**src/cls_pkg.sv**
```systemverilog
/*
 * shared definitions for the character LCD SPI driver
 * widths, escape code bytes, state and command enums, bus structs
 */
`default_nettype none

package cls_pkg;

    // ------------------------------------------------------------
    // widths and sizes
    // ------------------------------------------------------------

    // one display byte and one full display line
    localparam int c_byte_bits = 8;
    localparam int c_line_chars = 16;

    // the cursor escape is the longest sequence, the clear escape is shorter
    localparam int c_cmd_max_bytes = 7;
    localparam int c_clear_bytes = 4;

    // a frame byte count must reach 16 for a text line
    localparam int c_tx_len_bits = 5;

    // FIFO depth exceeds the longest frame so back-pressure stays rare
    localparam int c_fifo_depth = 32;
    localparam int c_fifo_ptr_bits = $clog2(c_fifo_depth);

    // boot wait, counted in clock-enable pulses
    localparam int c_boot_bits = 24;
    localparam logic [c_boot_bits-1:0] c_boot_ce_default = 24'd2000;

    // ------------------------------------------------------------
    // escape code bytes understood by the display controller
    // ------------------------------------------------------------
    localparam logic [c_byte_bits-1:0] c_ascii_esc = 8'h1B;
    localparam logic [c_byte_bits-1:0] c_ascii_bracket = 8'h5B;
    localparam logic [c_byte_bits-1:0] c_ascii_zero = 8'h30;
    localparam logic [c_byte_bits-1:0] c_ascii_semicolon = 8'h3B;
    localparam logic [c_byte_bits-1:0] c_ascii_clear_cmd = 8'h6A;
    localparam logic [c_byte_bits-1:0] c_ascii_cursor_cmd = 8'h48;

    // ------------------------------------------------------------
    // types
    // ------------------------------------------------------------

    // element [c_line_chars-1] holds the first character of the line
    typedef logic [c_line_chars-1:0][c_byte_bits-1:0] cls_line_t;

    // command chosen in idle and built during the load state
    typedef enum logic [1:0] {
        cls_cmd_clear,
        cls_cmd_line1,
        cls_cmd_line2
    } cls_cmd_t;

    // sequencer states
    typedef enum logic [2:0] {
        st_boot,
        st_idle,
        st_load,
        st_cmd_run,
        st_cmd_wait,
        st_dat_run,
        st_dat_wait
    } cls_drv_state_t;

    // transmitter states
    typedef enum logic [1:0] {
        spi_idle,
        spi_load,
        spi_shift,
        spi_gap
    } spi_state_t;

    // go is a single enable-tick pulse on the last push of a frame
    typedef struct packed {
        logic go;
        logic [c_tx_len_bits-1:0] tx_len;
    } cls_tx_req_t;

    // SPI pins toward the display module
    typedef struct packed {
        logic sck;
        logic mosi;
        logic cs_n;
    } cls_spi_pins_t;

endpackage : cls_pkg

`default_nettype wire

```
**src/cls_boot_timer.sv**
```systemverilog
/*
 * boot timer for the display controller
 * counts enable ticks after reset and then holds boot done high
 */
`timescale 1ns/1ps
`default_nettype none

module cls_boot_timer (
    input  wire logic                          i_ext_spi_clk_x,
    input  wire logic                          i_srst,
    input  wire logic                          i_spi_ce_4x,
    input  wire logic [cls_pkg::c_boot_bits-1:0] i_boot_ce_count,
    output logic                               o_boot_done
);

    import cls_pkg::*;

    // number of enable ticks seen since reset, saturates at count minus one
    logic [c_boot_bits-1:0] s_count;

    // done is raised one tick early so the sequencer leaves boot on tick N
    // and the ready flag is high exactly N ticks after reset
    assign o_boot_done = (s_count == (i_boot_ce_count - 1'b1));

    always_ff @(posedge i_ext_spi_clk_x) begin
        if (i_srst) begin
            s_count <= '0;
        end else if (i_spi_ce_4x && !o_boot_done) begin
            // counting stops once done is reached, so done stays a level
            s_count <= s_count + 1'b1;
        end
    end

endmodule : cls_boot_timer

`default_nettype wire

```
**src/cls_cmd_sequencer.sv**
```systemverilog
/*
 * command sequencer for the character LCD
 * accepts clear and line writes, builds escape and text bytes and pushes
 * them into the transmit FIFO with one start pulse per chip-select frame
 */
`timescale 1ns/1ps
`default_nettype none

module cls_cmd_sequencer (
    input  wire logic                          i_ext_spi_clk_x,
    input  wire logic                          i_srst,
    input  wire logic                          i_spi_ce_4x,
    input  wire logic                          i_boot_done,
    input  wire logic                          i_cmd_wr_clear_display,
    input  wire logic                          i_cmd_wr_text_line1,
    input  wire logic                          i_cmd_wr_text_line2,
    input  wire cls_pkg::cls_line_t            i_dat_ascii_line1,
    input  wire cls_pkg::cls_line_t            i_dat_ascii_line2,
    input  wire logic                          i_tx_ready,
    input  wire logic                          i_spi_idle,
    output logic                               o_push,
    output logic [cls_pkg::c_byte_bits-1:0]    o_push_byte,
    output cls_pkg::cls_tx_req_t               o_tx_req,
    output logic                               o_command_ready
);

    import cls_pkg::*;

    // ------------------------------------------------------------
    // state and buffers
    // ------------------------------------------------------------
    cls_drv_state_t s_state;
    cls_cmd_t s_cmd;

    // frame lengths of the escape frame and the text frame
    logic [c_tx_len_bits-1:0] s_cmd_len;
    logic [c_tx_len_bits-1:0] s_dat_len;

    // bytes still to push in the frame that is running
    logic [c_tx_len_bits-1:0] s_rem;

    // escape and text bytes, always pushed from the top element
    logic [c_cmd_max_bytes-1:0][c_byte_bits-1:0] s_esc_buf;
    cls_line_t s_txt_buf;

    // row digit of the cursor escape, '0' plus the row
    logic [c_byte_bits-1:0] s_row_digit;

    // ------------------------------------------------------------
    // outputs decoded from the registered state
    // ------------------------------------------------------------
    always_comb begin
        s_row_digit = (s_cmd == cls_cmd_line2) ? (c_ascii_zero + 8'd1) : c_ascii_zero;

        // a push needs an enable tick and room in the FIFO
        o_push = ((s_state == st_cmd_run) || (s_state == st_dat_run))
                 && i_spi_ce_4x && i_tx_ready;
        o_push_byte = (s_state == st_dat_run) ? s_txt_buf[c_line_chars-1]
                                              : s_esc_buf[c_cmd_max_bytes-1];

        // the start pulse rides on the last byte of the frame
        o_tx_req.go = o_push && (s_rem == 5'd1);
        o_tx_req.tx_len = (s_state == st_dat_run) ? s_dat_len : s_cmd_len;

        o_command_ready = (s_state == st_idle);
    end

    // ------------------------------------------------------------
    // control FSM
    // ------------------------------------------------------------
    always_ff @(posedge i_ext_spi_clk_x) begin
        if (i_srst) begin
            s_state <= st_boot;
            s_cmd <= cls_cmd_clear;
            s_cmd_len <= '0;
            s_dat_len <= '0;
            s_rem <= '0;
        end else if (i_spi_ce_4x) begin
            case (s_state)
                st_boot: begin
                    if (i_boot_done) begin
                        s_state <= st_idle;
                    end
                end

                st_idle: begin
                    // strobes are sampled only here, clear has priority
                    if (i_cmd_wr_clear_display) begin
                        s_cmd <= cls_cmd_clear;
                        s_state <= st_load;
                    end else if (i_cmd_wr_text_line1) begin
                        s_cmd <= cls_cmd_line1;
                        s_state <= st_load;
                    end else if (i_cmd_wr_text_line2) begin
                        s_cmd <= cls_cmd_line2;
                        s_state <= st_load;
                    end
                end

                st_load: begin
                    // a clear has no text frame behind its escape frame
                    if (s_cmd == cls_cmd_clear) begin
                        s_cmd_len <= c_tx_len_bits'(c_clear_bytes);
                        s_dat_len <= '0;
                        s_rem <= c_tx_len_bits'(c_clear_bytes);
                    end else begin
                        s_cmd_len <= c_tx_len_bits'(c_cmd_max_bytes);
                        s_dat_len <= c_tx_len_bits'(c_line_chars);
                        s_rem <= c_tx_len_bits'(c_cmd_max_bytes);
                    end
                    s_state <= st_cmd_run;
                end

                st_cmd_run: begin
                    // without room the byte is held until the FIFO drains
                    if (i_tx_ready) begin
                        s_rem <= s_rem - 1'b1;
                        if (s_rem == 5'd1) begin
                            s_state <= st_cmd_wait;
                        end
                    end
                end

                st_cmd_wait: begin
                    if (i_spi_idle) begin
                        if (s_dat_len != '0) begin
                            s_rem <= s_dat_len;
                            s_state <= st_dat_run;
                        end else begin
                            s_state <= st_idle;
                        end
                    end
                end

                st_dat_run: begin
                    if (i_tx_ready) begin
                        s_rem <= s_rem - 1'b1;
                        if (s_rem == 5'd1) begin
                            s_state <= st_dat_wait;
                        end
                    end
                end

                st_dat_wait: begin
                    if (i_spi_idle) begin
                        s_state <= st_idle;
                    end
                end

                default: begin
                    s_state <= st_boot;
                end
            endcase
        end
    end

    // ------------------------------------------------------------
    // escape and text buffers
    // ------------------------------------------------------------
    always_ff @(posedge i_ext_spi_clk_x) begin
        if (i_spi_ce_4x) begin
            if (s_state == st_load) begin
                // the clear escape sits in the top four elements
                if (s_cmd == cls_cmd_clear) begin
                    s_esc_buf <= {c_ascii_esc, c_ascii_bracket, c_ascii_zero,
                                  c_ascii_clear_cmd, 24'h000000};
                end else begin
                    s_esc_buf <= {c_ascii_esc, c_ascii_bracket, s_row_digit,
                                  c_ascii_semicolon, c_ascii_zero, c_ascii_zero,
                                  c_ascii_cursor_cmd};
                end
                s_txt_buf <= (s_cmd == cls_cmd_line2) ? i_dat_ascii_line2 : i_dat_ascii_line1;
            end else if (o_push) begin
                // move the next byte up to the top element
                if (s_state == st_dat_run) begin
                    s_txt_buf <= {s_txt_buf[c_line_chars-2:0], 8'h00};
                end else begin
                    s_esc_buf <= {s_esc_buf[c_cmd_max_bytes-2:0], 8'h00};
                end
            end
        end
    end

endmodule : cls_cmd_sequencer

`default_nettype wire

```
**src/cls_tx_fifo.sv**
```systemverilog
/*
 * transmit byte FIFO between the sequencer and the SPI transmitter
 * circular buffer with first-word-fall-through read data
 */
`timescale 1ns/1ps
`default_nettype none

module cls_tx_fifo (
    input  wire logic                          i_ext_spi_clk_x,
    input  wire logic                          i_srst,
    input  wire logic                          i_push,
    input  wire logic [cls_pkg::c_byte_bits-1:0] i_push_byte,
    input  wire logic                          i_pop,
    output logic [cls_pkg::c_byte_bits-1:0]    o_pop_byte,
    output logic                               o_empty,
    output logic                               o_tx_ready
);

    import cls_pkg::*;

    logic [c_byte_bits-1:0] s_mem [c_fifo_depth];
    logic [c_fifo_ptr_bits-1:0] s_wr_ptr;
    logic [c_fifo_ptr_bits-1:0] s_rd_ptr;

    // one extra bit so a full buffer can be told apart from an empty one
    logic [c_fifo_ptr_bits:0] s_count;

    logic s_do_push;
    logic s_do_pop;

    assign o_empty = (s_count == '0);
    assign o_tx_ready = (s_count != (c_fifo_ptr_bits + 1)'(c_fifo_depth));

    // the head entry is always visible on the read port
    assign o_pop_byte = s_mem[s_rd_ptr];

    // strobes against a full or empty buffer are dropped
    assign s_do_push = i_push && o_tx_ready;
    assign s_do_pop = i_pop && !o_empty;

    always_ff @(posedge i_ext_spi_clk_x) begin
        if (i_srst) begin
            s_wr_ptr <= '0;
            s_rd_ptr <= '0;
            s_count <= '0;
        end else begin
            if (s_do_push) begin
                s_wr_ptr <= s_wr_ptr + 1'b1;
            end
            if (s_do_pop) begin
                s_rd_ptr <= s_rd_ptr + 1'b1;
            end
            // simultaneous push and pop keep the count
            if (s_do_push && !s_do_pop) begin
                s_count <= s_count + 1'b1;
            end else if (s_do_pop && !s_do_push) begin
                s_count <= s_count - 1'b1;
            end
        end
    end

    always_ff @(posedge i_ext_spi_clk_x) begin
        if (s_do_push) begin
            s_mem[s_wr_ptr] <= i_push_byte;
        end
    end

endmodule : cls_tx_fifo

`default_nettype wire

```
**src/cls_spi_tx.sv**
```systemverilog
/*
 * SPI mode 0 transmitter
 * sends one frame of a given byte count under chip select, MSB first,
 * with SCK at a quarter of the enable rate
 */
`timescale 1ns/1ps
`default_nettype none

module cls_spi_tx (
    input  wire logic                          i_ext_spi_clk_x,
    input  wire logic                          i_srst,
    input  wire logic                          i_spi_ce_4x,
    input  wire cls_pkg::cls_tx_req_t          i_tx_req,
    input  wire logic [cls_pkg::c_byte_bits-1:0] i_fifo_byte,
    input  wire logic                          i_fifo_empty,
    output logic                               o_pop,
    output logic                               o_spi_idle,
    output cls_pkg::cls_spi_pins_t             o_pins
);

    import cls_pkg::*;

    spi_state_t s_state;

    // four enable ticks per bit, SCK is high in phases 2 and 3
    logic [1:0] s_phase;
    logic [$clog2(c_byte_bits)-1:0] s_bit;

    // bytes of the frame not yet popped
    logic [c_tx_len_bits-1:0] s_left;
    logic [c_byte_bits-1:0] s_shift;

    logic s_bit_end;
    logic s_more;

    // ------------------------------------------------------------
    // decode
    // ------------------------------------------------------------
    always_comb begin
        s_bit_end = (s_phase == 2'd3);

        // another byte starts only if the count allows and the FIFO has one
        s_more = (s_left != '0) && !i_fifo_empty;

        // pop on the first byte and again at the end of each last bit, so
        // consecutive bytes follow without a gap
        o_pop = i_spi_ce_4x && s_more
                && ((s_state == spi_load)
                    || ((s_state == spi_shift) && s_bit_end && (s_bit == '0)));

        o_spi_idle = (s_state == spi_idle);
        o_pins.cs_n = !((s_state == spi_load) || (s_state == spi_shift));
        o_pins.sck = (s_state == spi_shift) && s_phase[1];
        o_pins.mosi = s_shift[c_byte_bits-1];
    end

    // ------------------------------------------------------------
    // frame FSM
    // ------------------------------------------------------------
    always_ff @(posedge i_ext_spi_clk_x) begin
        if (i_srst) begin
            s_state <= spi_idle;
            s_phase <= '0;
            s_bit <= '0;
            s_left <= '0;
        end else if (i_spi_ce_4x) begin
            case (s_state)
                spi_idle: begin
                    if (i_tx_req.go) begin
                        s_left <= i_tx_req.tx_len;
                        s_state <= spi_load;
                    end
                end

                spi_load: begin
                    // chip select is already low here with SCK still low
                    s_phase <= '0;
                    if (s_more) begin
                        s_left <= s_left - 1'b1;
                        s_bit <= 3'(c_byte_bits - 1);
                        s_state <= spi_shift;
                    end else begin
                        s_state <= spi_gap;
                    end
                end

                spi_shift: begin
                    s_phase <= s_phase + 1'b1;
                    if (s_bit_end) begin
                        if (s_bit != '0) begin
                            s_bit <= s_bit - 1'b1;
                        end else if (s_more) begin
                            s_left <= s_left - 1'b1;
                            s_bit <= 3'(c_byte_bits - 1);
                        end else begin
                            // an empty FIFO at a byte start also ends the frame
                            s_state <= spi_gap;
                        end
                    end
                end

                spi_gap: begin
                    // one SCK period with chip select high before idle
                    s_phase <= s_phase + 1'b1;
                    if (s_bit_end) begin
                        s_state <= spi_idle;
                    end
                end

                default: begin
                    s_state <= spi_idle;
                end
            endcase
        end
    end

    // MOSI moves as SCK falls, on the wrap from phase 3 to phase 0
    always_ff @(posedge i_ext_spi_clk_x) begin
        if (i_spi_ce_4x) begin
            if (o_pop) begin
                s_shift <= i_fifo_byte;
            end else if ((s_state == spi_shift) && s_bit_end) begin
                s_shift <= {s_shift[c_byte_bits-2:0], 1'b0};
            end
        end
    end

endmodule : cls_spi_tx

`default_nettype wire

```
**src/pmod_cls_spi_top.sv**
```systemverilog
/*
 * character LCD SPI driver top level
 * boot timer, command sequencer, byte FIFO and mode 0 transmitter
 */
`timescale 1ns/1ps
`default_nettype none

module pmod_cls_spi_top #(
    parameter logic [cls_pkg::c_boot_bits-1:0] p_boot_ce_count = cls_pkg::c_boot_ce_default
) (
    input  wire logic                  i_ext_spi_clk_x,
    input  wire logic                  i_srst,
    input  wire logic                  i_spi_ce_4x,
    input  wire logic                  i_cmd_wr_clear_display,
    input  wire logic                  i_cmd_wr_text_line1,
    input  wire logic                  i_cmd_wr_text_line2,
    input  wire cls_pkg::cls_line_t    i_dat_ascii_line1,
    input  wire cls_pkg::cls_line_t    i_dat_ascii_line2,
    output logic                       o_command_ready,
    output cls_pkg::cls_spi_pins_t     o_spi
);

    import cls_pkg::*;

    logic s_boot_done;
    logic s_push;
    logic [c_byte_bits-1:0] s_push_byte;
    logic s_pop;
    logic [c_byte_bits-1:0] s_pop_byte;
    logic s_empty;
    logic s_tx_ready;
    logic s_spi_idle;
    cls_tx_req_t s_tx_req;

    cls_boot_timer cls_boot_timer_inst (
        .i_ext_spi_clk_x (i_ext_spi_clk_x),
        .i_srst          (i_srst),
        .i_spi_ce_4x     (i_spi_ce_4x),
        .i_boot_ce_count (p_boot_ce_count),
        .o_boot_done     (s_boot_done)
    );

    cls_cmd_sequencer cls_cmd_sequencer_inst (
        .i_ext_spi_clk_x        (i_ext_spi_clk_x),
        .i_srst                 (i_srst),
        .i_spi_ce_4x            (i_spi_ce_4x),
        .i_boot_done            (s_boot_done),
        .i_cmd_wr_clear_display (i_cmd_wr_clear_display),
        .i_cmd_wr_text_line1    (i_cmd_wr_text_line1),
        .i_cmd_wr_text_line2    (i_cmd_wr_text_line2),
        .i_dat_ascii_line1      (i_dat_ascii_line1),
        .i_dat_ascii_line2      (i_dat_ascii_line2),
        .i_tx_ready             (s_tx_ready),
        .i_spi_idle             (s_spi_idle),
        .o_push                 (s_push),
        .o_push_byte            (s_push_byte),
        .o_tx_req               (s_tx_req),
        .o_command_ready        (o_command_ready)
    );

    cls_tx_fifo cls_tx_fifo_inst (
        .i_ext_spi_clk_x (i_ext_spi_clk_x),
        .i_srst          (i_srst),
        .i_push          (s_push),
        .i_push_byte     (s_push_byte),
        .i_pop           (s_pop),
        .o_pop_byte      (s_pop_byte),
        .o_empty         (s_empty),
        .o_tx_ready      (s_tx_ready)
    );

    cls_spi_tx cls_spi_tx_inst (
        .i_ext_spi_clk_x (i_ext_spi_clk_x),
        .i_srst          (i_srst),
        .i_spi_ce_4x     (i_spi_ce_4x),
        .i_tx_req        (s_tx_req),
        .i_fifo_byte     (s_pop_byte),
        .i_fifo_empty    (s_empty),
        .o_pop           (s_pop),
        .o_spi_idle      (s_spi_idle),
        .o_pins          (o_spi)
    );

endmodule : pmod_cls_spi_top

`default_nettype wire

```
**config.mk**
```make
export PLATFORM = sky130hd
export DESIGN_NAME = pmod_cls_spi_top
export DESIGN_NICKNAME = d
export VERILOG_FILES = /design/src/cls_pkg.sv /design/src/cls_boot_timer.sv /design/src/cls_cmd_sequencer.sv /design/src/cls_tx_fifo.sv /design/src/cls_spi_tx.sv /design/src/pmod_cls_spi_top.sv
export SDC_FILE = /design/constraint.sdc
export NUM_CORES = 1
export LEC_CHECK = 0
export BUFFER_PORTS_ARGS = -buffer_cell sky130_fd_sc_hd__buf_4
export CAP_MARGIN = 20
export CORE_MARGIN = 8
export CORE_UTILIZATION = 40
export CTS_CLUSTER_DIAMETER = 80
export DETAILED_ROUTE_END_ITERATION = 7
export PLACE_DENSITY = 0.62
export SKIP_LAST_GASP = 1
export SLEW_MARGIN = 0
export SYNTH_ARGS = -nofsm -noshare
export SYNTH_HDL_FRONTEND = slang
export SYNTH_HIERARCHICAL = 1
export SYNTH_SLANG_ARGS = --single-unit
```
**constraint.sdc**
```tcl
create_clock -name i_ext_spi_clk_x -period 8.85 [get_ports i_ext_spi_clk_x]
set_input_delay 1.3275 -clock i_ext_spi_clk_x [delete_from_list [all_inputs] [get_ports i_ext_spi_clk_x]]
set_output_delay 1.3275 -clock i_ext_spi_clk_x [all_outputs]
set_load 0.05 [all_outputs]
```
After elaboration in Yosys (flattened, before gate mapping)
Memories as Yosys holds them, arrays and structs flattened. A register that Yosys moved wholly into a read port is not among the register bits.
Cells that the tools add are included.
{ "totals": {"ff_bits": 264, "ram_bits": 256, "out_inout_bits": 4, "word_cells": 186, "memories": 1} }
{ "mem_list": {"columns": ["name", "words", "width", "read_ports", "rd_clocked_by_memory_dff", "write_ports", "line_no", "source"], "rows": [
  ["cls_tx_fifo_inst.s_mem", 32, 8, 1, 1, 1, "cls_tx_fifo.sv:21", "logic [c_byte_bits-1:0] s_mem [c_fifo_depth];"]
]} }
{ "classes": {"addsub": 9, "n_eq_ne": 30, "mux": 57, "reduce_logical": 52} }
{ "ops": {"columns": ["op", "count"], "rows": [
  ["128-bit two-way mux", 4],
  ["56-bit two-way mux", 3],
  ["5-bit two-way mux", 11],
  ["3-bit two-way mux", 14],
  ["40-bit two-way mux", 1],
  ["5-bit one-hot mux with 3 select lines", 2],
  ["24-bit by 1-bit adder with 24-bit output (second input constant)", 1],
  ["24-bit by 11-bit == test with 1-bit output (second input constant)", 1],
  ["8-bit two-way mux", 3],
  ["3-bit one-hot mux with 7 select lines", 1],
  ["2-bit two-way mux", 9],
  ["2-bit by 1-bit inequality test with 1-bit output (second input constant)", 9],
  ["1-bit logical AND", 14],
  ["6-bit two-way mux", 2],
  ["2-bit inequality test (second input constant)", 6],
  ["3-bit AND reduction", 4],
  ["2-bit nonzero test", 6],
  ["3-bit nonzero test", 4],
  ["5-bit by 1-bit adder with 5-bit output (second input constant)", 2],
  ["5-bit AND reduction", 2],
  ["5-bit nonzero test", 2],
  ["5-bit by 1-bit subtractor with 5-bit output (second input constant)", 2],
  ["3-bit == test (second input constant)", 3],
  ["9-bit AND reduction", 1],
  ["23 further kinds", 41]
]} }

Logic depth before layout (Yosys ltp)
{ "depth": {"word_depth": 9, "ltp_mapped": 15, "ltp_nobuf": 14} }

By module
The synthesis kept the hierarchy.
{ "modules_own_cells": {"columns": ["module", "n_inst", "cells_per_inst", "area_per_inst_um2", "seq_area_each_um2"], "rows": [
  ["cls_tx_fifo", 1, 625, 11086.9, 8107.8],
  ["cls_cmd_sequencer", 1, 864, 8290.5, 4894.7],
  ["cls_boot_timer", 1, 273, 2119.5, 480.5],
  ["cls_spi_tx", 1, 129, 1315.0, 480.5],
  ["pmod_cls_spi_top", 1, 2, 7.5, 0.0]
]} }

Least setup slack after synthesis
No wires, ideal clock.
{ "synth_path": {"path_kind": "input-to-reg", "startpoint": "in i_spi_ce_4x", "endpoint": "reg cls_cmd_sequencer_inst/s_txt_buf[0] (netlist bit), enable pin", "setup_time_ns": 0.617, "t_arrival_ns": 6.907, "setup_slack_ns": 1.326, "cell_stages": 3, "n_path_buf": 1, "path_cell_list": "buf_2 > inv_1 > nor2_1"} }
{ "synth_between": {"elab_chain_len": 4} }
{ "synth_rtl": {"columns": ["item", "line_no", "source"], "rows": [
  ["start: declaration", "pmod_cls_spi_top.sv:13", "input wire logic i_spi_ce_4x,"],
  ["1-bit logical AND (2 in series)", "cls_cmd_sequencer.sv:57", "&& i_spi_ce_4x && i_tx_ready;"],
  ["2-bit nonzero test (no source line)", null, null],
  ["3-bit AND reduction (no source line) (*)", null, null],
  ["end signal: assignment", "cls_cmd_sequencer.sv:172", "s_txt_buf <= (s_cmd == cls_cmd_line2) ? i_dat_ascii_line2 : i_dat_ascii_line1;"],
  ["end signal: assignment", "cls_cmd_sequencer.sv:176", "s_txt_buf <= {s_txt_buf[c_line_chars-2:0], 8'h00};"],
  ["end: declaration", "cls_cmd_sequencer.sv:44", "cls_line_t s_txt_buf;"]
]} }
Every way passes the cells marked *; elsewhere a longest branch is shown, timed or not.
A chain may end at the register's enable or synchronous reset.

Final worst setup path
{ "layout_path": {"startpoint": "reg cls_cmd_sequencer_inst.s_state[0]", "endpoint": "reg cls_cmd_sequencer_inst/s_txt_buf[98] (netlist bit), enable pin"} }
{ "layout_between": {"elab_chain_len": 6, "word_cells_on_any_way": 9} }
{ "layout_rtl": {"columns": ["item", "line_no", "source"], "rows": [
  ["start: declaration", "cls_cmd_sequencer.sv:32", "cls_drv_state_t s_state;"],
  ["start signal: assignment", "cls_cmd_sequencer.sv:73", "s_state <= st_boot;"],
  ["start signal: assignment", "cls_cmd_sequencer.sv:82", "s_state <= st_idle;"],
  ["start signal: assignment", "cls_cmd_sequencer.sv:90", "s_state <= st_load;"],
  ["3-bit by 2-bit == test with 1-bit output / 3-bit == test (equally long branches)", "cls_cmd_sequencer.sv:56, cls_cmd_sequencer.sv:175", null],
  ["1-bit logical OR", "cls_cmd_sequencer.sv:56", "o_push = ((s_state == st_cmd_run) || (s_state == st_dat_run))"],
  ["1-bit logical AND (2 in series)", "cls_cmd_sequencer.sv:57", null],
  ["2-bit nonzero test (no source line)", null, null],
  ["3-bit AND reduction (no source line) (*)", null, null]
]} }
Marks and branches as above.

==> metrics.md <==
| Metric | Value |
|---|---|
| Number of antenna violations at the first check in global routing | `1` |
| YS warnings | `6` |
| Average instance area after synthesis | `12.1 um^2` |
| Required time of the critical path | `9.03 ns` |
| Number of I/O port buffers | `265` |
| Master of the slowest instance on the critical path | `sky130_fd_sc_hd__buf_4` |
| Critical Path Sink Type | `flop` |
| Wire length of the first global-routing pass | `87.9 mm` |
| Final hold violation count | `0` |
| Worst hold-check slack | `0.494 ns` |
| Layout net count | `2501` |
| Fraction of layout instances using a drive strength above 1 | `20.0%` |
| Summed instance area of the synthesized netlist | `22800 um^2` |
| Die outline area | `64900 um^2` |
| Commonest register cell after synthesis | `sky130_fd_sc_hd__edfxtp_1` |
| Total negative slack | `0 ns` |
| Final non-filler cell total | `3007` |
| Via-to-Cell Ratio | `5.27` |
| Final worst path period share | `47.6%` |
| Routability-driven placement congestion ratio | `0.892` |
| Setup slack after layout | `4.64 ns` |
| Slack of the worst reg-to-reg path | `4.64 ns` |
| Total iterations of the first detailed-routing run | `6` |
| Post-synthesis cell type count | `105` |
| Maximum capacitance violations | `0` |
| Wirelength, routed | `57.6 mm` |
| Total grt overflow | `0` |
| Clock transition time at the flip-flop clock pins of the worst setup and hold paths | `0.06 ns` |
| Post-CTS Setup Bufs | `0` |
| Asr flop ratio synth | `0%` |
| Leak Pwr | `9.69 nW` |
| Crit-path max FO | `139` |
| Sequential area share after synthesis | `61.2%` |
| Antenna Nets Post-Route | `0` |
| Count of instances resized after the clock tree is built | `0` |
| Setup WS pre-CTS | `4.61 ns` |
| Top-level port count | `266` |
| Critical path's top delay family | `buffers and inverters` |
| Detail-routed net length per standard cell | `19.1 um` |
| Pin count of the biggest net entering global routing | `140` |
| Total power density per cell area | `171 nW/um^2` |
| Area grow syn2layout | `19.5%` |
| H-tree levels | `2` |
| Clock latency on the worst-skew pair | `0.56 ns` |
| Number of slew-limit violations in the final report | `0` |
| Synthesized instance count | `1893` |
| Peak supply drop | `0.000118 V` |
| CTS tree | `yes` |
| Floorplan row count | `87` |
| Number of flip-flops and latches in the synthesized netlist | `488` |
| Transition at the pin with the smallest max-transition slack | `1.09 ns` |
| Fmax | `0.237 GHz` |
| Worst path cell trace | `nand2b_2 -> inv_6 -> a31oi_1 -> nor2_4 -> buf_4 -> buf_4` |
| Largest stage delay on the critical path | `0.92 ns` |
| Crit path top cell by count | `sky130_fd_sc_hd__buf_4` |
| Worst hold path type | `reg2reg` |
| Effective utilization at floorplan | `40.5%` |
| Clock skew | `0.0124 ns` |
| Startpoint-to-endpoint class of the critical path | `reg2reg` |
| Number of flops mapped to enable cells by yosys | `419` |
| Routed vias | `15.8k` |
| Die outline height | `255 um` |
| Minimum period implied by the final worst setup slack | `4.21 ns` |
| Placed cells | `2914` |
| Commonest cells after routing, fill and taps aside | `sky130_fd_sc_hd__edfxtp_1 (419), sky130_fd_sc_hd__nand2_1 (293), sky130_fd_sc_hd__buf_4 (278), sky130_fd_sc_hd__nor2_1 (215), sky130_fd_sc_hd__a31oi_1 (132)` |
| Placeable Area | `56400 um^2` |
| Via count of the first global-routing pass | `15.7k` |
| Number of buffers created by CTS | `50` |
| Number of buffers on the longest clock path | `3` |
| Total setup violations reported at the end of the flow | `0` |
| Most common library cell in the layout ignoring fill and taps | `sky130_fd_sc_hd__edfxtp_1` |
| Buffers plus inverters on the worst setup path | `3` |
| GRT Resource Usage Total | `17.0%` |
| DIE WIDTH | `255 um` |
| Root Driver | `sky130_fd_sc_hd__clkbuf_16` |
| Data arrival time of the critical path | `4.40 ns` |
| Number of buffers added to fix hold violations after cts | `0` |
| Sink count of the clock tree | `488` |
| Remaining design rule violation count | `0` |
| Core utilization of the finished layout | `48.4%` |
| Post-DP HPWL | `40.8 mm` |
| Max-slew headroom | `27.5%` |
| Setup repair after global routing missed its margin | `no` |
| Run status | `complete, no violations` |
| Startpoint class of the critical path | `flop` |
| Number of design-rule violations left by the first detailed-router iteration | `1231` |
==> power by group <==
part,switching (W),internal [W],total (W)
combinational,0.0000652,0.0000920,0.000157
sequential,0.00000149,0.00246,0.00246
clock,0.000851,0.00120,0.00205
==> synthesized netlist by cell type, types with 7 or more instances <==
cell type	instances	area share [%]
sky130_fd_sc_hd__clkbuf_1	51	0.84
sky130_fd_sc_hd__buf_4	15	0.49
sky130_fd_sc_hd__or3_1	9	0.25
sky130_fd_sc_hd__o21ai_1	7	0.15
sky130_fd_sc_hd__nand2_1	293	4.8
sky130_fd_sc_hd__mux4_2	32	3.2
sky130_fd_sc_hd__xor2_1	19	0.73
sky130_fd_sc_hd__ha_1	25	1.4
sky130_fd_sc_hd__and3_1	9	0.25
sky130_fd_sc_hd__dfxtp_1	69	6.1
sky130_fd_sc_hd__nand3_1	45	0.99
sky130_fd_sc_hd__a22o_1	8	0.31
sky130_fd_sc_hd__buf_6	7	0.35
sky130_fd_sc_hd__and4_1	7	0.27
sky130_fd_sc_hd__mux2_2	14	0.69
sky130_fd_sc_hd__a31oi_1	132	3.6
sky130_fd_sc_hd__xnor2_1	19	0.73
sky130_fd_sc_hd__nor2b_1	15	0.41
sky130_fd_sc_hd__a221oi_1	11	0.42
sky130_fd_sc_hd__nor2_1	216	3.6
sky130_fd_sc_hd__nor4_1	9	0.25
sky130_fd_sc_hd__o21ai_0	10	0.22
sky130_fd_sc_hd__buf_2	32	0.70
sky130_fd_sc_hd__a22oi_1	33	1.1
sky130_fd_sc_hd__inv_1	34	0.56
sky130_fd_sc_hd__mux2i_1	72	3.2
sky130_fd_sc_hd__nor3_1	18	0.39
sky130_fd_sc_hd__o31ai_1	16	0.53
sky130_fd_sc_hd__and2_1	17	0.47
sky130_fd_sc_hd__nand2b_1	20	0.55
sky130_fd_sc_hd__or4_1	14	0.46
sky130_fd_sc_hd__nor4b_1	7	0.27
sky130_fd_sc_hd__nand4_1	11	0.30
sky130_fd_sc_hd__edfxtp_1	419	55
sky130_fd_sc_hd__a21oi_1	47	1.0
==> kinds of logic after synthesis <==
group | share of synthesized area, %
muxes | 7.07
buffers and inverters | 3.33
DFF | 61.2
and+or+nand+nor | 15.4
other | 0.0493
AOI/OAI and AO/OA | 10.0
xor gates and xnor gates | 1.53
adders and majority gates | 1.46
==> through the flow <==
stage	total power [W]	instance area [um^2]
5_1_grt	0.00482	27300
3_5_place_dp	0.00266	25600
3_3_place_gp	0.00267	25600
6_report	0.00467	27300
2_1_floorplan	0.00256	23200
4_1_cts	0.00472	27200
==> final timing paths <==
check                                                     startpoint                                   end  cells after the start
worst max-delay path               cls_cmd_sequencer_inst/s_state[0]  cls_cmd_sequencer_inst/s_txt_buf[98]                      6
worst min-delay path            cls_cmd_sequencer_inst/s_esc_buf[38]  cls_cmd_sequencer_inst/s_esc_buf[46]                      1
worst min register to register  cls_cmd_sequencer_inst/s_esc_buf[38]  cls_cmd_sequencer_inst/s_esc_buf[46]                      1
worst max register to register     cls_cmd_sequencer_inst/s_state[0]  cls_cmd_sequencer_inst/s_txt_buf[98]                      6
==> layer usage <==
layer  track usage [%]  routed length (um)
met2              28.9               28800
met4              3.61                 986
met3              3.10                3070
met1              22.7               24700
met5                 0                   0
==> sequential cells by signal, summed over array words and instances, names as in the netlist, named ones only <==
signal                            flops
cls_tx_fifo_inst/s_wr_ptr             5
cls_cmd_sequencer_inst/s_cmd_len      2
cls_spi_tx_inst/s_bit                 3
cls_cmd_sequencer_inst/s_rem          5
cls_spi_tx_inst/s_state               2
cls_cmd_sequencer_inst/s_state        3
cls_cmd_sequencer_inst/s_esc_buf     27
cls_cmd_sequencer_inst/s_cmd          2
cls_spi_tx_inst/s_shift               8
cls_spi_tx_inst/s_left                5
cls_tx_fifo_inst/s_mem              256
cls_tx_fifo_inst/s_count              6
cls_cmd_sequencer_inst/s_txt_buf    128
cls_tx_fifo_inst/s_rd_ptr             5
cls_spi_tx_inst/s_phase               2
cls_boot_timer_inst/s_count          24
==> layout make-up <==
type                    count  area, um^2
diodes                      1        2.50
clock buffers              62        1350
clock inverters            27         253
fillers                  5091       29100
inverters                  36         140
multi-input cells        1358        8520
flip-flops and latches    488       14000
well taps                 756         946
repair buffers            279        2090
==> worst reg2reg max path: stages (launching register included) <==
cell	delay (ns)
sky130_fd_sc_hd__dfxtp_1	0.56
sky130_fd_sc_hd__nand2b_2	0.65
sky130_fd_sc_hd__inv_6	0.83
sky130_fd_sc_hd__a31oi_1	0.18
sky130_fd_sc_hd__nor2_4	0.14
sky130_fd_sc_hd__buf_4	0.48
sky130_fd_sc_hd__buf_4	0.93
(Power assumes the default switching activity.)
